==> config.mk <==
export PLATFORM = sky130hd
export DESIGN_NAME = gcu_cmd
export DESIGN_NICKNAME = d
export VERILOG_FILES = /design/src/common/snowbro2_pkg.sv /design/src/gcu/gcu_cmd.sv
export VERILOG_INCLUDE_DIRS = /design/src /design/src/common
export SDC_FILE = /design/constraint.sdc
export NUM_CORES = 1
export LEC_CHECK = 0
export BUFFER_PORTS_ARGS = -buffer_cell sky130_fd_sc_hd__buf_2
export CORE_MARGIN = 5
export CORE_UTILIZATION = 35
export DETAILED_ROUTE_END_ITERATION = 12
export GPL_TIMING_DRIVEN = 0
export MAX_ROUTING_LAYER = met4
export PLACE_DENSITY = 0.68
export RECOVER_POWER = 100
export SLEW_MARGIN = 20
export SYNTH_ARGS = -nofsm -noshare
export SYNTH_HDL_FRONTEND = slang
export SYNTH_SLANG_ARGS = --single-unit
==> constraint.sdc <==
create_clock -name CLK96 -period 2.2 [get_ports CLK96]
set_clock_uncertainty 0.05 [all_clocks]
set_input_delay 0.22 -clock CLK96 [delete_from_list [all_inputs] [get_ports CLK96]]
set_output_delay 0.22 -clock CLK96 [all_outputs]
set_load 0.01 [all_outputs]
==> src/common/snowbro2_defines.svh <==
// address map, I/O and GCU offsets and memory depths, included by the bus RTL and testbench
`ifndef SNOWBRO2_DEFINES_SVH
`define SNOWBRO2_DEFINES_SVH

// work RAM, 0x100000-0x10FFFF
`define SB2_WRAM_BASE   24'h100000
`define SB2_WRAM_AW     15           // 32K words

// GP9001 window, 16 bytes
`define SB2_GCU_BASE    24'h300000

// palette RAM, 0x400000-0x400FFF
`define SB2_PAL_BASE    24'h400000
`define SB2_PAL_AW      11           // 2K words

// cabinet I/O page
`define SB2_IO_BASE     24'h700000

// I/O byte offsets inside the page
`define SB2_IO_JUMPER   12'h000
`define SB2_IO_DSWA     12'h004
`define SB2_IO_DSWB     12'h008
`define SB2_IO_P1       12'h00C
`define SB2_IO_P2       12'h010
`define SB2_IO_SYS      12'h01C
`define SB2_IO_OKIBANK  12'h030      // low lane only

// GCU byte offsets
`define SB2_GCU_PTR     4'h0
`define SB2_GCU_RAM_H   4'h4
`define SB2_GCU_RAM_L   4'h6
`define SB2_GCU_SEL     4'h8
`define SB2_GCU_REG     4'hC         // reads here give video status

`endif

==> src/common/snowbro2_pkg.sv <==
// shared bus, data and FSM types for the 68000-side glue logic and its testbench
package snowbro2_pkg;

    typedef logic [23:0] bus_addr_t;   // byte address
    typedef logic [15:0] bus_data_t;   // one bus word
    typedef logic [1:0]  byte_strb_t;  // bit 1 is the upper byte
    typedef logic [9:0]  joy_t;        // active low, as from the frame
    typedef logic [10:0] pal_addr_t;   // palette word address

    // APB slave sequencing
    typedef enum logic [1:0] {
        BUS_IDLE,   // waiting for a setup phase
        BUS_WAIT,   // first access cycle, strobes issued
        BUS_GCU,    // stalled on the graphics chip
        BUS_DONE    // pready cycle
    } bus_state_e;

    // decode result, latched at setup
    typedef enum logic [2:0] {
        TGT_NONE,
        TGT_WRAM,
        TGT_PAL,
        TGT_GCU,
        TGT_VSTAT,
        TGT_IO
    } target_e;

endpackage

==> src/gcu/gcu_cmd.sv <==
// turns a host GCU access into one GP9001 operation strobe, held until the chip acknowledges
`include "snowbro2_defines.svh"

module gcu_cmd (
    input  logic                    CLK96,
    input  logic                    RESET96,
    input  logic                    gcu_start,
    input  logic [3:0]              gcu_offset,
    input  logic                    gcu_read,
    input  snowbro2_pkg::bus_data_t wdata,
    input  logic                    gcu_ack,
    input  snowbro2_pkg::bus_data_t gcu_dout,
    output logic                    gcu_select_reg,
    output logic                    gcu_write_reg,
    output logic                    gcu_write_ram,
    output logic                    gcu_read_ram_h,
    output logic                    gcu_read_ram_l,
    output logic                    gcu_set_ram_ptr,
    output snowbro2_pkg::bus_data_t gcu_wdata,
    output logic                    gcu_done,
    output snowbro2_pkg::bus_data_t gcu_rdata
);

    // {select_reg, write_reg, write_ram, read_h, read_l, set_ptr}
    logic [5:0] strb;
    logic [5:0] op;
    logic       busy;

    always_comb begin
        op = 6'b000000;
        if (gcu_read) begin
            case (gcu_offset)
                `SB2_GCU_RAM_H: op = 6'b000100;
                `SB2_GCU_RAM_L: op = 6'b000010;
                default:        op = 6'b000000;
            endcase
        end else begin
            case (gcu_offset)
                `SB2_GCU_PTR:                   op = 6'b000001;
                `SB2_GCU_RAM_H, `SB2_GCU_RAM_L: op = 6'b001000;   // either half writes RAM
                `SB2_GCU_SEL:                   op = 6'b100000;
                `SB2_GCU_REG:                   op = 6'b010000;
                default:                        op = 6'b000000;
            endcase
        end
    end

    assign busy = |strb;

    always_ff @(posedge CLK96 or posedge RESET96) begin
        if (RESET96) begin
            strb     <= '0;
            gcu_done <= 1'b0;
        end else begin
            gcu_done <= 1'b0;
            if (gcu_start) begin
                strb <= op;
            end else if (busy && gcu_ack) begin
                strb     <= '0;
                gcu_done <= 1'b1;   // one cycle
            end
        end
    end

    always_ff @(posedge CLK96) begin
        if (gcu_start) begin
            gcu_wdata <= wdata;
        end
        if (gcu_ack && (gcu_read_ram_h || gcu_read_ram_l)) begin
            gcu_rdata <= gcu_dout;   // chip data is valid with ack
        end
    end

    assign {gcu_select_reg, gcu_write_reg, gcu_write_ram,
            gcu_read_ram_h, gcu_read_ram_l, gcu_set_ram_ptr} = strb;

    // only one operation in flight, a start never lands on a pending strobe
    a_start_idle: assert property (@(posedge CLK96) disable iff (RESET96)
        gcu_start |-> !busy);

endmodule

==> impl_metrics.tcl <==
set metrics [dict create \
    coreArea_sq_um 3610 \
    yosysMostFrequentCell "edfxtp_1" \
    worstReg2RegStart "strb[1]$_DFFE_PP0P_" \
    rrSetupSlack_ns 0.70 \
    crit_arrival_ns 1.36 \
    hpwl_microns 2190 \
    postRouteAntennaNets 0 \
    final_core_util_pct 49.6 \
    switching_share_pct 21.3 \
    fp.dieArea_sq_um 4990 \
    peakVddDrop_mv 0.366 \
    ys_ff_latch 39 \
    yosysTopAreaCellShare_pct 74.7 \
    timing.fmax_mhz 668 \
    die_h_microns 70.6 \
    wl_met1_microns 1140 \
    drt-initial-drc-count 22 \
    seq_area_frac_synth_pct 88.3 \
    vias 866 \
    synth_top_cell_by_area "edfxtp_1" \
    routed_via_density 4.46 \
    gp_congestion 0.755 \
    critPathMaxFanout 16 \
    worst_slack_ns 0.703 \
    holdCritPathClass "input port to register" \
    yosys-top-cells-count "edfxtp_1 (32), dfrtp_1 (7), nor2_1 (3), o2bb2ai_1 (3)" \
    antenna_found_initial 0 \
    drc 0 \
    p_sw_uw 294 \
    power.share.sequential_pct 60.7 \
    rsz0062_at_grt "no" \
    place_ws_ns 0.690 \
    routed.top_layer "met4" \
    clk_latency_ns 0.28 \
    worst_r2r_endpoint "gcu_rdata[8]$_DFFE_PP_" \
    synthArstFlopShare_pct 17.9 \
    clockRootBuffer "clkbuf_8" \
    path_class "register to register" \
    num_rows 22 \
    synth.area.top_cells "edfxtp_1 (75%), dfrtp_1 (14%), o2bb2ai_1 (2.0%)" \
    grt_max_degree 21 \
    wl_met3_microns 270 \
    drtPass1Iterations 4 \
    whs_path_depth 1 \
    nets 186 \
    status "complete, no violations" \
    grt_pass1_wl_microns 4440 \
    initial_utilization_pct 35.7 \
    tns_ns 0 \
    timing.final.crit_share_pct 68.0 \
    die_w_microns 70.6 \
    powerDensity_nw_per_um2 774 \
    crit_path_start_kind "register" \
    cts_buffers 5 \
    worst_pin_slew_ns 1.04 \
    cts_tree "done" \
    wl_met2_microns 1360 \
    drive_gt1_share_pct 34.2 \
    synth_edf_count 32 \
    cp-end-kind "register" \
    period_needed_ns 1.50 \
    hold_path_end "gcu_wdata[13]$_DFFE_PP_" \
    p_int_mw 1.09 \
    min_from "wdata[13]" \
    synth_cells 58 \
    io_buffers 79 \
    grt_usage_pct 12.1 \
    grt_pass1_vias 931 \
    cap_violations 0 \
    finalWirelength_microns 2820 \
    cts_num_sinks 39 \
    diodes 0 \
    overflow 0 \
    ios 80 \
    hold_violations 0 \
    reg2reg_depth 2 \
    yosysWarningCount 0 \
    clock_path_buffers 2 \
    worst_hold_slack_ns 0.0564 \
    synth_area_sq_um 1290 \
    cts_resized 0 \
    htree_levels 2 \
    fillCellCount 337 \
    yosysUniqueCellTypes 14 \
    avgSynthCellArea_sq_um 22.2 \
    synthToLayoutAreaGrowth_pct 39.0 \
    combPwrFrac_pct 7.1 \
    synth-main-ff-cell "edfxtp_1" \
    setup_viol 0 \
    cts.clk_slew.worst_paths_ns 0.07 \
    synth_nets 99 \
    wl_per_cell_microns 14.5 \
    finalMaxSlewViolations 0 \
    maxSlewHeadroom_pct 30.6 \
    power.leakage_nw 0.703 \
    worstPathRequired_ns 2.07 \
    p_clk_share_pct 32.2 \
]
[timing repair]
item | CTS | global route
buffers inserted | 0 | 0
hold buffers | 1 | 0
hold endpoints to repair | 7 | 0
[kinds of logic after synthesis]
group,synth area share (%)
AOI/OAI and AO/OA,4.86
DFF,88.3
buffers and inverters,0.584
and+or+nand+nor,6.23
[worst max-delay path by stage]
stage	depth (start not counted)	endpoint	slack (ns)	start
after floorplan	2	gcu_rdata[0]$_DFFE_PP_	0.54	strb[1]$_DFFE_PP0P_
after global placement	2	gcu_rdata[13]$_DFFE_PP_	0.34	strb[1]$_DFFE_PP0P_
after detailed placement	2	gcu_rdata[15]$_DFFE_PP_	0.69	strb[1]$_DFFE_PP0P_
after CTS	2	gcu_rdata[8]$_DFFE_PP_	0.67	strb[1]$_DFFE_PP0P_
after global routing	2	gcu_rdata[0]$_DFFE_PP_	0.60	strb[1]$_DFFE_PP0P_
final	2	gcu_rdata[8]$_DFFE_PP_	0.70	strb[1]$_DFFE_PP0P_
[state kept, by name, summed over array words and instances (netlist names)]
name,count
gcu_rdata,16
strb,6
gcu_wdata,16
gcu_done,1
[placed cells by master, fill, tap and decap left out, drive strengths merged, types with 2 or more instances in the layout]
cell and instances:
nor2 3, clkbuf 45, clkinv 2, nand2b 2, buf 39, o2bb2ai 3, inv 2, dfrtp 7
edfxtp 32, a32o 2
[area by class of cell]
class / instances / area (sq um) / area share [%]
Sequential cell: 39 / 1140 / 63.5
Timing Repair Buffer: 80 / 355 / 19.9
Multi-Input combinational cell: 17 / 145 / 8.12
Clock buffer: 5 / 68.8 / 3.85
Tap cell: 48 / 60.1 / 3.36
Clock inverter: 3 / 15.0 / 0.840
Inverter: 2 / 7.51 / 0.420
[routing by layer]
layer	up-vias	global-route usage, %
li1	401	-
met1	408	13.2
met2	51	19.3
met3	6	4.69
met4	0	6.26
met5	-	-
[critical path, cell delays in order (launching register included)]
cell,delay (ns)
dfrtp_1,0.39
nor2_1,0.08
nor2b_2,0.60
[through the flow]
| stage | power, mW | area, sq um | std cells |
|---|---|---|---|
| after floorplan | 0.886 | 1290 | 58 |
| after global placement | 0.956 | 1740 | 185 |
| after detailed placement | 0.962 | 1740 | 185 |
| after CTS | 1.41 | 1840 | 194 |
| after global routing | 1.45 | 1790 | 194 |
| final | 1.38 | 1790 | 194 |
[power groups by stage]
stage	Clock, mW	Sequential, mW	Combinational, mW
2_1_floorplan	0	0.872	0.0135
3_3_place_gp	0	0.854	0.102
3_5_place_dp	0	0.855	0.107
4_1_cts	0.464	0.839	0.109
5_1_grt	0.501	0.843	0.110
6_report	0.446	0.840	0.0984
Power figures use the tool's default switching activity.
