[config.mk]
export PLATFORM = sky130hd
export DESIGN_NAME = host_bus_ctrl
export DESIGN_NICKNAME = d
export VERILOG_FILES = /design/src/common/snowbro2_pkg.sv /design/src/rtl/host_bus_ctrl.sv
export VERILOG_INCLUDE_DIRS = /design/src /design/src/common
export SDC_FILE = /design/constraint.sdc
export NUM_CORES = 1
export LEC_CHECK = 0
export BUFFER_PORTS_ARGS = -buffer_cell sky130_fd_sc_hd__buf_2
export CAP_MARGIN = 15
export CORE_AREA = 2 2 73 75
export CTS_CLUSTER_SIZE = 40
export DETAILED_ROUTE_END_ITERATION = 10
export DIE_AREA = 0 0 75 77
export PLACE_DENSITY = 0.74
export SKIP_CTS_REPAIR_TIMING = 1
export SYNTH_ARGS = -nofsm -noshare
export SYNTH_HDL_FRONTEND = slang
export SYNTH_SLANG_ARGS = --single-unit
[constraint.sdc]
create_clock -name CLK96 -period 2.9 [get_ports CLK96]
set_clock_uncertainty 0.1 [all_clocks]
set_input_delay 0.435 -clock CLK96 [delete_from_list [all_inputs] [get_ports CLK96]]
set_output_delay 0.435 -clock CLK96 [all_outputs]
set_load 0.005 [all_outputs]
[src/common/snowbro2_defines.svh]
// address map, I/O and GCU offsets and memory depths, included by the bus RTL and testbench
`ifndef SNOWBRO2_DEFINES_SVH
`define SNOWBRO2_DEFINES_SVH

// work RAM, 0x100000-0x10FFFF
`define SB2_WRAM_BASE   24'h100000
`define SB2_WRAM_AW     15           // 32K words

// GP9001 window, 16 bytes
`define SB2_GCU_BASE    24'h300000

// palette RAM, 0x400000-0x400FFF
`define SB2_PAL_BASE    24'h400000
`define SB2_PAL_AW      11           // 2K words

// cabinet I/O page
`define SB2_IO_BASE     24'h700000

// I/O byte offsets inside the page
`define SB2_IO_JUMPER   12'h000
`define SB2_IO_DSWA     12'h004
`define SB2_IO_DSWB     12'h008
`define SB2_IO_P1       12'h00C
`define SB2_IO_P2       12'h010
`define SB2_IO_SYS      12'h01C
`define SB2_IO_OKIBANK  12'h030      // low lane only

// GCU byte offsets
`define SB2_GCU_PTR     4'h0
`define SB2_GCU_RAM_H   4'h4
`define SB2_GCU_RAM_L   4'h6
`define SB2_GCU_SEL     4'h8
`define SB2_GCU_REG     4'hC         // reads here give video status

`endif

[src/common/snowbro2_pkg.sv]
// shared bus, data and FSM types for the 68000-side glue logic and its testbench
package snowbro2_pkg;

    typedef logic [23:0] bus_addr_t;   // byte address
    typedef logic [15:0] bus_data_t;   // one bus word
    typedef logic [1:0]  byte_strb_t;  // bit 1 is the upper byte
    typedef logic [9:0]  joy_t;        // active low, as from the frame
    typedef logic [10:0] pal_addr_t;   // palette word address

    // APB slave sequencing
    typedef enum logic [1:0] {
        BUS_IDLE,   // waiting for a setup phase
        BUS_WAIT,   // first access cycle, strobes issued
        BUS_GCU,    // stalled on the graphics chip
        BUS_DONE    // pready cycle
    } bus_state_e;

    // decode result, latched at setup
    typedef enum logic [2:0] {
        TGT_NONE,
        TGT_WRAM,
        TGT_PAL,
        TGT_GCU,
        TGT_VSTAT,
        TGT_IO
    } target_e;

endpackage

[src/rtl/host_bus_ctrl.sv]
// APB slave that decodes the 68000 map, issues RAM, I/O and GCU requests and muxes read data
`include "snowbro2_defines.svh"

module host_bus_ctrl (
    input  logic                     CLK96,
    input  logic                     RESET96,
    input  logic                     psel,
    input  logic                     penable,
    input  logic                     pwrite,
    input  snowbro2_pkg::bus_addr_t  paddr,
    input  snowbro2_pkg::bus_data_t  pwdata,
    input  snowbro2_pkg::byte_strb_t pstrb,
    input  snowbro2_pkg::bus_data_t  wram_q,
    input  snowbro2_pkg::bus_data_t  pal_q,
    input  snowbro2_pkg::bus_data_t  io_rdata,
    input  logic                     gcu_done,
    input  snowbro2_pkg::bus_data_t  gcu_rdata,
    output snowbro2_pkg::bus_data_t  prdata,
    output logic                     pready,
    output logic                     pslverr,
    output logic [`SB2_WRAM_AW-1:0]  mem_addr,
    output snowbro2_pkg::bus_data_t  mem_wdata,
    output snowbro2_pkg::byte_strb_t wram_we,
    output snowbro2_pkg::byte_strb_t pal_we,
    output logic                     io_rd,
    output logic                     io_wr,
    output logic                     vstat_rd,
    output logic [11:0]              io_offset,
    output logic                     gcu_start,
    output logic [3:0]               gcu_offset,
    output logic                     gcu_read
);

    snowbro2_pkg::bus_state_e state;
    snowbro2_pkg::target_e    target;    // latched at setup
    logic                     in_wait;

    function automatic snowbro2_pkg::target_e decode(snowbro2_pkg::bus_addr_t a, logic wr);
        snowbro2_pkg::target_e t;
        t = snowbro2_pkg::TGT_NONE;
        if ((a & 24'hFF0000) == `SB2_WRAM_BASE) begin
            t = snowbro2_pkg::TGT_WRAM;
        end else if ((a & 24'hFFF000) == `SB2_PAL_BASE) begin
            t = snowbro2_pkg::TGT_PAL;
        end else if ((a & 24'hFFF000) == `SB2_IO_BASE) begin
            t = snowbro2_pkg::TGT_IO;
        end else if ((a & 24'hFFFFF0) == `SB2_GCU_BASE) begin
            // only offsets with a chip operation go to the GCU, others would never ack
            case (a[3:0])
                `SB2_GCU_PTR, `SB2_GCU_SEL:     t = wr ? snowbro2_pkg::TGT_GCU : snowbro2_pkg::TGT_NONE;
                `SB2_GCU_RAM_H, `SB2_GCU_RAM_L: t = snowbro2_pkg::TGT_GCU;
                `SB2_GCU_REG:                   t = wr ? snowbro2_pkg::TGT_GCU : snowbro2_pkg::TGT_VSTAT;
                default:                        t = snowbro2_pkg::TGT_NONE;
            endcase
        end
        return t;
    endfunction

    always_ff @(posedge CLK96 or posedge RESET96) begin
        if (RESET96) begin
            state   <= snowbro2_pkg::BUS_IDLE;
            target  <= snowbro2_pkg::TGT_NONE;
            pready  <= 1'b0;
            pslverr <= 1'b0;
        end else begin
            pready  <= 1'b0;
            pslverr <= 1'b0;
            case (state)
                snowbro2_pkg::BUS_IDLE: begin
                    if (psel && !penable) begin
                        target <= decode(paddr, pwrite);
                        state  <= snowbro2_pkg::BUS_WAIT;
                    end
                end
                snowbro2_pkg::BUS_WAIT: begin
                    if (target == snowbro2_pkg::TGT_GCU) begin
                        state <= snowbro2_pkg::BUS_GCU;
                    end else begin
                        state   <= snowbro2_pkg::BUS_DONE;   // fixed single wait state
                        pready  <= 1'b1;
                        pslverr <= (target == snowbro2_pkg::TGT_NONE);
                    end
                end
                snowbro2_pkg::BUS_GCU: begin
                    if (gcu_done) begin
                        state  <= snowbro2_pkg::BUS_DONE;
                        pready <= 1'b1;
                    end
                end
                default: state <= snowbro2_pkg::BUS_IDLE;
            endcase
        end
    end

    assign in_wait    = (state == snowbro2_pkg::BUS_WAIT);
    assign mem_addr   = paddr[`SB2_WRAM_AW:1];
    assign mem_wdata  = pwdata;
    assign io_offset  = paddr[11:0];
    assign gcu_offset = paddr[3:0];
    assign gcu_read   = !pwrite;

    // requests live for the first access cycle only
    assign wram_we   = (in_wait && pwrite && target == snowbro2_pkg::TGT_WRAM) ? pstrb : 2'b00;
    assign pal_we    = (in_wait && pwrite && target == snowbro2_pkg::TGT_PAL) ? pstrb : 2'b00;
    assign io_rd     = in_wait && !pwrite && (target == snowbro2_pkg::TGT_IO);
    assign io_wr     = in_wait && pwrite && (target == snowbro2_pkg::TGT_IO);
    assign vstat_rd  = in_wait && (target == snowbro2_pkg::TGT_VSTAT);
    assign gcu_start = in_wait && (target == snowbro2_pkg::TGT_GCU);

    always_comb begin
        prdata = '0;
        if (state == snowbro2_pkg::BUS_DONE && !pwrite) begin
            case (target)
                snowbro2_pkg::TGT_WRAM:  prdata = wram_q;
                snowbro2_pkg::TGT_PAL:   prdata = pal_q;
                snowbro2_pkg::TGT_GCU:   prdata = gcu_rdata;
                snowbro2_pkg::TGT_VSTAT: prdata = io_rdata;   // status comes through cabinet_io
                snowbro2_pkg::TGT_IO:    prdata = io_rdata;
                default:                 prdata = '0;
            endcase
        end
    end

    // requester must hold the address until the transfer completes
    a_paddr_stable: assert property (@(posedge CLK96) disable iff (RESET96)
        (psel && !pready) |=> $stable(paddr));

    a_pready_psel: assert property (@(posedge CLK96) disable iff (RESET96)
        pready |-> psel);

endmodule

==> reports/metrics.yaml <==
end_kind: "primary output"
cp_max_fo: 16
fmax_mhz: 420
power_per_cell_area_mw_per_mm2: 385
ys_warn_count: 0
num-fill-cells: 547
port_buffers: 153
drive_gt1_frac: 0.580
antenna_cells: 0
multi_input_area_um2: 822
maxSlewHeadroom: 0.561
status: "completed"
ant_nets: 0
ys.flop_type: "dfrtp_1"
hold_viol_final: 0
p_total_mw: 0.744
crit_required_ns: 2.37
synth_edf_count: 0
grt_pass1_vias: 1576
crit_slowest_cell: "nand3_1"
ir_drop_v: 0.000242
cp.arrival_ns: 1.85
routed-via-count: 1724
max_cap_violations: 0
fin_util: 0.388
gp_congestion: 0.726
power_leakage_nw: 0.998
criticalPathCategory: "flip-flop to primary output"
nNetsFinal: 404
clkLatencyLatePin_ns: 0.22
setup_viol: 0
synthDominantCellAreaShare: 0.255
cts_made_buffers: 3
drtIter0Drc: 45
yosysSeqAreaShare: 0.124
fin_crit_ns: 2.38
rsz0062_at_grt: "no"
htreeDepth: 1
wl_per_cell_um: 13.1
wl_mm: 4.67
drc: 0
cp_common_cell: "a21oi_1"
postSynthNetCount: 299
cp-start-kind: "flip-flop"
cts_tree: "yes"
ios: 186
seqCellArea_um2: 175
synthTopCellsByArea: "buf_4, a22oi_1, dfrtp_1, a21oi_1, ha_1"
finalInstanceArea_mm2: 0.00193
synthArstFlopShare: 1.00
avgViaCountPerCell: 4.84
fin_hold_ws_ns: 0.0386
first_pass_iters: 4
syn_to_final_growth_pct: 37.0
ys_seq_elements: 7
clkTransAtPathRegs_ns: 0.04
final_cells: 356
place_area_mm2: 0.00189
dp_cells: 352
synth_area_mm2: 0.00141
post_synth_inst_count: 182
grt_max_degree: 19
clock_sinks: 7
reg2reg_from: "target[2]"
tightestPinTransition_ns: 0.657
path_cells: "nor3_1, a21oi_1, nand3_1, a21oi_1, buf_2"
timing.final.ws_setup_ns: 0.517
cpPeakStageDelay_ns: 0.48
worstRegToRegCells: 4
post-route-period-util: 0.822
grt_pass1_wl_mm: 6.72
die_w_um: 75
die_h_um: 77
syn_avg_cell_area_um2: 7.75
dp_hpwl_mm: 3.87
r2r_slack_ns: 1.03
min_path_type: "primary input to async pin"
cts_root_buf: "clkbuf_8"
post-place-ws_ns: 0.667
r2r_end: "state[0]"
setup_tns_ns: 0
finalMaxSlewViolations: 0
grt_overflow: 0
cts_buffer_depth: 2
dieArea_mm2: 0.00578
grt_usage: 0.145
core-area_mm2: 0.00498
yosysTopAreaCell: "buf_4"
start_util: 0.284
antenna_found_initial: 0
rows: 26
ys_types: 33
-- cell usage after synthesis (2+ instances only) --
library cell / count
nand2b_1: 5
inv_1: 4
nand4_1: 2
ha_1: 5
and2_1: 2
or4_4: 2
a22oi_1: 32
nor2b_1: 4
and3b_1: 2
nor4b_1: 3
buf_2: 7
nor4_1: 4
buf_4: 48
nand3_1: 4
and4_1: 4
nor2_1: 4
dfrtp_1: 7
nor3b_2: 2
nand2_1: 6
a21oi_1: 22
-- sequential cells by signal (all words and copies together), names as in the netlist --
signal	count
pready	1
target	3
state	2
pslverr	1
-- kinds of logic (layout without fill, tap and decap cells) --
family,Yosys count,count (layout),share of synthesized area
adder cells (fa/ha/maj),5,5,0.0443
AO/OA/AOI/OAI,58,58,0.283
multiplexers,1,1,0.00798
buffers and inverters,60,164,0.293
flip-flops,7,7,0.124
AND/OR/NAND/NOR,51,51,0.247
-- power by group --
group	switching, mW	internal, mW	total, mW
logic	0.230	0.215	0.445
clock network	0.0362	0.0946	0.131
registers	0.0360	0.132	0.168
total	0.302	0.442	0.744
-- critical path, delay by kind of cell (launching register included) --
kind | cells | cell delay, ns
and+or+nand+nor | 2 | 0.57
DFF | 1 | 0.45
AOI/OAI and AO/OA | 2 | 0.45
buffers and inverters | 1 | 0.15
-- area by class of cell --
class	count	area share
clock buffers	4	0.0233
inverters	4	0.00777
multi-input cells	115	0.425
flip-flops and latches	7	0.0906
well taps	70	0.0453
repair buffers	156	0.408
-- layer usage --
layer  global-route usage  wire length [um]  vias up
li1                     -                 -      846
met1                0.148              1730      773
met5                    0                 0        -
met2                0.289              2470      101
met4               0.0286                37        0
met3               0.0263               437        4
-- worst max-delay path by stage --
stage / startpoint / end / slack (ns)
after floorplan: target[2] / prdata[10] / 1.00
after global placement: target[0] / prdata[5] / 0.69
after detailed placement: target[0] / prdata[5] / 0.67
after CTS: target[0] / prdata[5] / 0.43
after global routing: target[2] / prdata[5] / 0.36
final: target[2] / prdata[5] / 0.52
-- cells in the final DEF (no fill, tap or decap), types with 2 or more instances in the layout --
| cell | count |
|---|---|
| and3b_1 | 2 |
| nor4b_1 | 3 |
| nand4_1 | 2 |
| clkbuf_8 | 3 |
| or4_4 | 2 |
| and2_1 | 2 |
| buf_2 | 153 |
| a21oi_1 | 22 |
| nand2b_1 | 5 |
| buf_4 | 3 |
| a22oi_1 | 32 |
| and4_1 | 4 |
| nand3_1 | 4 |
| nand2_1 | 6 |
| nor3b_2 | 2 |
| nor2b_1 | 4 |
| nor4_1 | 4 |
| ha_1 | 5 |
| inv_1 | 4 |
| nor2_1 | 4 |
| dfrtp_1 | 7 |
(Power assumes the default switching activity.)
