==> src/common/snowbro2_defines.svh <==
// address map, I/O and GCU offsets and memory depths, included by the bus RTL and testbench
`ifndef SNOWBRO2_DEFINES_SVH
`define SNOWBRO2_DEFINES_SVH

// work RAM, 0x100000-0x10FFFF
`define SB2_WRAM_BASE   24'h100000
`define SB2_WRAM_AW     15           // 32K words

// GP9001 window, 16 bytes
`define SB2_GCU_BASE    24'h300000

// palette RAM, 0x400000-0x400FFF
`define SB2_PAL_BASE    24'h400000
`define SB2_PAL_AW      11           // 2K words

// cabinet I/O page
`define SB2_IO_BASE     24'h700000

// I/O byte offsets inside the page
`define SB2_IO_JUMPER   12'h000
`define SB2_IO_DSWA     12'h004
`define SB2_IO_DSWB     12'h008
`define SB2_IO_P1       12'h00C
`define SB2_IO_P2       12'h010
`define SB2_IO_SYS      12'h01C
`define SB2_IO_OKIBANK  12'h030      // low lane only

// GCU byte offsets
`define SB2_GCU_PTR     4'h0
`define SB2_GCU_RAM_H   4'h4
`define SB2_GCU_RAM_L   4'h6
`define SB2_GCU_SEL     4'h8
`define SB2_GCU_REG     4'hC         // reads here give video status

`endif

==> src/common/snowbro2_pkg.sv <==
// shared bus, data and FSM types for the 68000-side glue logic and its testbench
package snowbro2_pkg;

    typedef logic [23:0] bus_addr_t;   // byte address
    typedef logic [15:0] bus_data_t;   // one bus word
    typedef logic [1:0]  byte_strb_t;  // bit 1 is the upper byte
    typedef logic [9:0]  joy_t;        // active low, as from the frame
    typedef logic [10:0] pal_addr_t;   // palette word address

    // APB slave sequencing
    typedef enum logic [1:0] {
        BUS_IDLE,   // waiting for a setup phase
        BUS_WAIT,   // first access cycle, strobes issued
        BUS_GCU,    // stalled on the graphics chip
        BUS_DONE    // pready cycle
    } bus_state_e;

    // decode result, latched at setup
    typedef enum logic [2:0] {
        TGT_NONE,
        TGT_WRAM,
        TGT_PAL,
        TGT_GCU,
        TGT_VSTAT,
        TGT_IO
    } target_e;

endpackage

==> src/io/cabinet_io.sv <==
// cabinet inputs, DIP switches and video status formatted for the 68000, plus the OKI bank latch
`include "snowbro2_defines.svh"

module cabinet_io (
    input  logic                     CLK96,
    input  logic                     RESET96,
    input  logic                     io_rd,
    input  logic                     io_wr,
    input  logic [11:0]              io_offset,
    input  snowbro2_pkg::bus_data_t  io_wdata,
    input  snowbro2_pkg::byte_strb_t io_strb,
    input  snowbro2_pkg::joy_t       joystick1,
    input  snowbro2_pkg::joy_t       joystick2,
    input  logic [1:0]               start_button,
    input  logic [1:0]               coin_input,
    input  logic                     service,
    input  logic                     dip_test,
    input  logic [7:0]               dipsw_a,
    input  logic [7:0]               dipsw_b,
    input  logic [7:0]               dipsw_c,
    input  logic                     hsync,
    input  logic                     vsync,
    input  logic                     fblank,
    input  logic [8:0]               v,
    input  logic                     vstat_rd,
    output snowbro2_pkg::bus_data_t  io_rdata,
    output logic                     oki_bank
);

    logic [7:0]              p1_byte;
    logic [7:0]              p2_byte;
    logic [7:0]              sys_byte;
    snowbro2_pkg::bus_data_t video_status;

    // inputs are active low, the game wants active high
    assign p1_byte = {2'b00, ~joystick1[5], ~joystick1[4], ~joystick1[0],
                      ~joystick1[1], ~joystick1[2], ~joystick1[3]};
    assign p2_byte = {2'b00, ~joystick2[5], ~joystick2[4], ~joystick2[0],
                      ~joystick2[1], ~joystick2[2], ~joystick2[3]};
    assign sys_byte = {1'b0, ~start_button[1], ~start_button[0], ~coin_input[1],
                       ~coin_input[0], ~dip_test, 1'b0, ~service};

    // sync flags in the upper byte, beam line below, saturated past 255
    assign video_status = {hsync, vsync, 5'b11111, fblank,
                           (v < 9'd256) ? v[7:0] : 8'hFF};

    always_ff @(posedge CLK96 or posedge RESET96) begin
        if (RESET96) begin
            io_rdata <= '0;
            oki_bank <= 1'b0;
        end else begin
            if (vstat_rd) begin
                io_rdata <= video_status;
            end else if (io_rd) begin
                case (io_offset)
                    `SB2_IO_JUMPER: io_rdata <= {2{dipsw_c}};
                    `SB2_IO_DSWA:   io_rdata <= {2{dipsw_a}};
                    `SB2_IO_DSWB:   io_rdata <= {2{dipsw_b}};
                    `SB2_IO_P1:     io_rdata <= {2{p1_byte}};
                    `SB2_IO_P2:     io_rdata <= {2{p2_byte}};
                    `SB2_IO_SYS:    io_rdata <= {dipsw_c, sys_byte};
                    default:        io_rdata <= '0;   // empty slots read zero
                endcase
            end
            if (io_wr && io_offset == `SB2_IO_OKIBANK && io_strb[0]) begin
                oki_bank <= io_wdata[0];   // sample bank select
            end
        end
    end

endmodule

==> config.mk <==
export PLATFORM = sky130hd
export DESIGN_NAME = cabinet_io
export DESIGN_NICKNAME = d
export VERILOG_FILES = /design/src/common/snowbro2_pkg.sv /design/src/io/cabinet_io.sv
export VERILOG_INCLUDE_DIRS = /design/src /design/src/common
export SDC_FILE = /design/constraint.sdc
export NUM_CORES = 1
export LEC_CHECK = 0
export BUFFER_PORTS_ARGS = -buffer_cell sky130_fd_sc_hd__buf_2
export CORE_MARGIN = 2
export CORE_UTILIZATION = 40
export DETAILED_ROUTE_END_ITERATION = 6
export PLACE_DENSITY = 0.81
export SYNTH_ARGS = -nofsm -noshare
export SYNTH_HDL_FRONTEND = slang
export SYNTH_SLANG_ARGS = --single-unit
==> constraint.sdc <==
create_clock -name CLK96 -period 1.3 [get_ports CLK96]
set_clock_uncertainty 0.2 [all_clocks]
set_input_delay 0.065 -clock CLK96 [delete_from_list [all_inputs] [get_ports CLK96]]
set_output_delay 0.065 -clock CLK96 [all_outputs]
set_load 0.02 [all_outputs]
==> results of run 1 <==
path summary, 6_finish.rpt:
path,to,cells after the start,slack [ns]
worst max-delay path,io_rdata[9]$_DFFE_PP0P_,5,-0.16
min in group asynchronous,io_rdata[15]$_DFFE_PP0P_,3,0.18
worst max register to register,io_rdata[10]$_DFFE_PP0P_,3,0.15
worst min register to register,io_rdata[14]$_DFFE_PP0P_,2,0.33
max in group asynchronous,io_rdata[5]$_DFFE_PP0P_,3,0.30
worst min-delay path,io_rdata[3]$_DFFE_PP0P_,4,-0.02
per-layer routing:
layer,share of wire [%],global-route usage (%),vias up,wire [um]
met1,39,32.05,988,2363
met5,0,0,-,0
met2,52,49.61,140,3152
met4,2.4,9.574,0,144
li1,-,-,992,-
met3,6.9,1.232,17,418
state kept, by name, indices dropped and copies added (netlist names):
name / cells
io_rdata: 16
oki_bank: 1
stage by stage:
step / util, % / cell area (um2) / TNS (ns) / power [mW] / setup slack (ns)
CTS: 76.15 / 2601 / -0.4138 / 1.498 / -0.06065
finish: 78.13 / 2669 / -1.490 / 1.536 / -0.1587
global route: 78.13 / 2669 / -2.077 / 1.612 / -0.1996
floorplan: - / 1496 / -3.521 / 0.8551 / -0.3212
global placement: 62.97 / 2151 / -7.023 / 1.107 / -0.4771
detailed placement: 62.97 / 2151 / -7.636 / 1.117 / -0.5003
final cells by class:
cell class,instances,area [um2]
sequential,17,425.4
timing repair buffer,152,1032
tap,46,57.56
clock inverter,1,5.005
inverter,10,37.54
multi-input combinational,145,1089
fill,232,747.0
clock buffer,3,22.52
power breakdown:
| part | switching [mW] | internal, mW | total, mW |
|---|---|---|---|
| Combinational | 0.330 | 0.323 | 0.654 |
| Sequential | 0.0193 | 0.568 | 0.587 |
| Clock | 0.181 | 0.115 | 0.296 |
| Total | 0.531 | 1.01 | 1.54 |
timing repair:
item	CTS	global route
hold buffers	31	0
resized for setup	22	18
endpoints found under the hold margin	34	0
setup buffers	1	1
cloned	0	0
pin swaps	12	4
setup endpoints to repair	17	17
logic make-up after synthesis:
kind of cell	synth area share [%]
AO/OA/AOI/OAI	28.30
flip-flops	29.34
multiplexers	7.161
buffers and inverters	7.334
XOR/XNOR	0.6041
AND/OR/NAND/NOR	27.26
tightest hold or removal path: cells and delay by family:
| kind | cells | cell delay [ns] |
|---|---|---|
| buffers and inverters | 1 | 0.10 |
| AO/OA/AOI/OAI | 3 | 0.29 |
cell usage in the layout, fill, tap and decap left out, types with 2 or more instances in the layout:
cell / netlist / routed
buf_2: 4 / 85
dlygate4sd3_1: 0 / 31
buf_4: 0 / 29
nor2_1: 20 / 18
dfrtp_1: 17 / 17
o21ai_0: 23 / 14
a21oi_1: 11 / 9
o21ai_1: 0 / 9
inv_1: 9 / 9
nand2b_1: 7 / 7
mux2i_1: 7 / 7
buf_6: 1 / 7
nor3_1: 9 / 6
a31oi_1: 6 / 6
nand3_1: 6 / 5
a21o_1: 5 / 5
a211oi_2: 0 / 4
nor4_2: 0 / 4
or4_4: 1 / 3
o32ai_1: 3 / 3
nand2_1: 3 / 3
nor4_4: 1 / 3
clkbuf_4: 0 / 3
nor3_4: 0 / 2
nand3b_1: 2 / 2
or2_2: 2 / 2
nor2_4: 0 / 2
or3_1: 3 / 2
a21oi_2: 0 / 2
a32oi_1: 2 / 2
a22oi_1: 2 / 2
==> out/qor.yml, run 1 <==
maxSlewHeadroom_pct: 57.14
cp.arrival_ns: 1.48
grt_util_all_layers_pct: 26.56
rsz0062_at_grt: "true"
gp_congestion: 0.9061
fin_crit_ns: 1.459
min_path_type: "input pin to flop"
grt_pass1_wl_um: 8742
leakage_nw: 1.246
ir_drop_mv: 0.3343
clock_tree.buffer_depth: 2
synth_largest_area_cell: "dfrtp_1"
ys.flop_type: "dfrtp_1"
cp_top_family: "simple AND/OR/NAND/NOR gates"
numCtsBuffers: 3
die_area_mm2: 0.004123
grt_max_degree: 18
synth_area_per_cell_um2: 7.755
post-synth-top-count-cell: "o21ai_0"
violations: "hold timing, setup timing"
htreeDepth: 1
clock-sinks: 17
hold_violations: 1
vias: 2137
async_flop_share_pct: 100.0
cp.buffers_inverters: 1
dp_cells: 337
tightest_slew_ns: 0.6422
netlist_instances: 187
syn_nets: 284
setup_violations: 16
crit_chain: "buf_6 -> or4_4 -> nor4_2 -> a222oi_1 -> o21ai_0"
gr-total-overflow: 0
yosysWarnings: 0
core-area_mm2: 0.003416
seq_area_frac_synth_pct: 29.34
critPathLaunchType: "input pin"
synth-edff-count: 0
initial_utilization_pct: 42.45
via_per_inst: 5.714
drv_cap: 0
outcome: "finished, violations left"
wire_per_inst_um: 16.25
max_freq_mhz: 685.5
crit_start: "io_offset[8]"
dp_hpwl_um: 3960
synthTopCellsByArea: "dfrtp_1 29%, o21ai_0 7.9%, nor2_1 5.2%, mux2i_1 4.8%, a21oi_1 3.8%"
portBuffers: 89
ioPinCount: 114
layout-drive-gt1-share_pct: 48.17
antenna_found_initial: 0
syn_to_final_growth_pct: 84.04
cts_tree: "done"
ys_types: 44
dieWidth_um: 64.21
yosys.area.top_type_share_pct: 29.34
path_max_fanout: 6
required_ns: 1.32
worst_slack_ns: -0.1587
insertion_delay_ns: 0.29
cts-root-buf: "clkbuf_4"
cp_slowest_cell: "or4_4"
ys_top_cells_by_count: "23 x o21ai_0, 20 x nor2_1, 17 x dfrtp_1"
crit_path_end_kind: "flop"
r2r-start: "io_rdata[10]$_DFFE_PP0P_"
drv_slew: 0
drt_iter0_drc: 101
p_per_area_mw_per_mm2: 575.7
row_count: 21
syn_area_mm2: 0.001450
fin_crit_sh_pct: 112.2
hold_ws_ns: -0.01590
diodes: 0
drc_errors: 0
grt_pass1_vias: 2012
path_clk_slew_ns: 0.11
synth-seq-cells: 17
finalNetCount: 426
die_h_um: 64.21
worstHoldStart: "joystick2[0]"
cpPeakStageDelay_ns: 0.61
antenna_left: 0
totalWireLength_um: 6078
layout.cells.non_filler: 374
worstSetupPathType: "input pin to flop"
firstDrtPassIters: 4
Note: power is estimated with default switching activity, not from simulation.
==> run 2, diff against run 1 <==
Settings changed: RECOVER_POWER set to 100.
==> out/qor.yml, run 2 (synthesized netlist as in run 1, its figures left out) <==
outcome: "finished, violations left"
violations: "hold timing, setup timing"
antenna_found_initial: 0  # unchanged
cts_tree: "done"
numCtsBuffers: 3  # unchanged
final_cell_mix: "68 x buf_2, 31 x dlygate4sd3_1, 29 x buf_4, 18 x nor2_1"
multi_input_area_mm2: 0.001089  # unchanged
pwr-share-seq_pct: 38.5  # +0.3 points
vias: 2133  # -0.19%
dp_cells: 337  # unchanged
dp_hpwl_um: 3960  # unchanged
syn_to_final_growth_pct: 82.57
totalWireLength_um: 6087  # +0.15%
portBuffers: 89  # unchanged
largest_register_ff_count: 16  # unchanged
layout.cells.non_filler: 374  # unchanged
drv_slew: 0  # unchanged
grt_max_degree: 18  # unchanged
fin_crit_ns: 1.464  # +0.004876 ns
p_switching_mw: 0.5337  # +0.54%
met3_usage_pct: 1.232  # unchanged
grt_pass1_vias: 2012  # unchanged
use_met1_pct: 32.05  # unchanged
ioPinCount: 114  # unchanged
critPathLaunchType: "input pin"
final_area_mm2: 0.002648  # -0.80%
row_count: 21  # unchanged
use_met2_pct: 49.61  # unchanged
drv_cap: 0  # unchanged
initial_utilization_pct: 42.45  # unchanged
cpPeakStageDelay_ns: 0.61  # about the same
dieWidth_um: 64.21  # unchanged
max_freq_mhz: 683.3  # -0.33%
via_per_inst: 5.703  # -0.19%
insertion_delay_ns: 0.30  # about the same
cts-root-buf: "clkbuf_4"
intPower_mw: 0.9944  # -1.1%
clock_tree.buffer_depth: 2  # unchanged
leakage_nw: 1.198  # -3.8%
cp.arrival_ns: 1.48  # about the same
fin_crit_sh_pct: 112.6  # +0.38 points
maxSlewHeadroom_pct: 56.08  # -1.1 points
regMostFlops: "io_rdata"
crit_path_end_kind: "flop"
hold_violations: 1  # unchanged
setup_violations: 16  # unchanged
clockPowerShare_pct: 19.4  # +0.2 points
preCtsSetupSlack_ns: -0.5003  # unchanged
clock-sinks: 17  # unchanged
wire_per_inst_um: 16.28  # +0.15%
gr-total-overflow: 0  # unchanged
firstDrtPassIters: 5  # +1
die_area_mm2: 0.004123  # unchanged
rsz0062_at_grt: "true"
cp_slowest_cell: "or4_4"
top_usage_layer: "met2"
nFillCells: 242  # +4.3%
grt_util_all_layers_pct: 26.56  # unchanged
required_ns: 1.32  # about the same
hold_ws_ns: -0.002922  # +0.01297 ns
drc_errors: 0  # unchanged
min_path_type: "input pin to flop"
gp_congestion: 0.9061  # unchanged
tightest_slew_ns: 0.6581  # +0.01594 ns
layout-drive-gt1-share_pct: 42.99  # -5.2 points
grt_pass1_wl_um: 8742  # unchanged
core-area_mm2: 0.003416  # unchanged
top_regs: "io_rdata (16), oki_bank (1)"
ff_latch_area_um2: 425.4  # unchanged
htreeDepth: 1  # unchanged
diodes: 0  # unchanged
antenna_left: 0  # unchanged
layout_commonest_cell: "buf_2"
path_clk_slew_ns: 0.11  # about the same
worstSetupPathType: "input pin to flop"
finalNetCount: 426  # unchanged
worst_slack_ns: -0.1636  # -0.004876 ns
pwr-share-comb_pct: 42.1  # -0.5 points
path_max_fanout: 6  # unchanged
placed_cell_area_mm2: 0.002151  # unchanged
ir_drop_mv: 0.3365  # +0.66%
p_sw_share_pct: 34.92  # +0.38 points
die_h_um: 64.21  # unchanged
p_per_area_mw_per_mm2: 577.2  # +0.26%
drt_iter0_drc: 97  # -4.0%
crit_chain: "buf_6 -> or4_4 -> nor4_2 -> a222oi_1 -> o21ai_0"
-- run 2: changes by cell type in the layout (fill, tap and decap cells not counted), sizes merged --
cell / change
buf: -17
clkbuf: +17
-- run 2: final cells by class --
| cell class | count | share of cell area (%) |
|---|---|---|
| tap | 46 | 2.174 |
| timing repair buffer | 152 | 38.19 |
| clock buffer | 3 | 0.8507 |
| clock inverter | 1 | 0.1890 |
| sequential | 17 | 16.07 |
| inverter | 10 | 1.418 |
| multi-input combinational | 145 | 41.12 |
-- run 2: worst max-delay path: cells and delay by family --
family,cells,cell delay (ns)
buffers and inverters,1,0.09
AO/OA/AOI/OAI,2,0.39
AND/OR/NAND/NOR,2,0.93
-- run 2: through the flow --
step                      power [mW]  setup TNS [ns]  util [%]
after floorplan               0.8551          -3.521         -
after detailed placement       1.117          -7.636     62.97
after global placement         1.107          -7.023     62.97
final                          1.528          -1.499     77.51
after global routing           1.602          -2.077     77.51
after CTS                      1.498         -0.4138     76.15
-- run 2: power by group through the flow --
stage	registers (mW)	logic [mW]	clock network (mW)
6_report	0.589	0.643	0.296
5_1_grt	0.592	0.692	0.318
4_1_cts	0.587	0.616	0.295
3_5_place_dp	0.597	0.519	0
3_3_place_gp	0.597	0.510	0
2_1_floorplan	0.648	0.207	0
-- run 2: path summary, 6_finish.rpt --
| check | cells after the start | slack (ns) | startpoint | to |
|---|---|---|---|---|
| hold / removal | 4 | -0.003 | joystick2[0] | io_rdata[3]$_DFFE_PP0P_ |
| setup / recovery | 5 | -0.16 | io_offset[8] | io_rdata[9]$_DFFE_PP0P_ |
| min in group asynchronous | 3 | 0.18 | RESET96 | io_rdata[15]$_DFFE_PP0P_ |
| hold reg to reg | 2 | 0.35 | io_rdata[14]$_DFFE_PP0P_ | io_rdata[14]$_DFFE_PP0P_ |
| max in group asynchronous | 3 | 0.29 | RESET96 | io_rdata[5]$_DFFE_PP0P_ |
| setup reg to reg | 3 | 0.15 | io_rdata[10]$_DFFE_PP0P_ | io_rdata[10]$_DFFE_PP0P_ |
-- run 2: metal layers --
metal,wire (um),vias up
li1,-,995
met1,2378,979
met2,3123,137
met3,412,22
met4,173,0
met5,0,-
-- run 2: timing repair --
item	4_1_cts	5_1_grt
gates resized for setup	22	18
endpoints found under the setup margin	17	17
buffers inserted	1	1
pin swaps	12	4
hold buffers	31	0
hold endpoints to repair	34	0
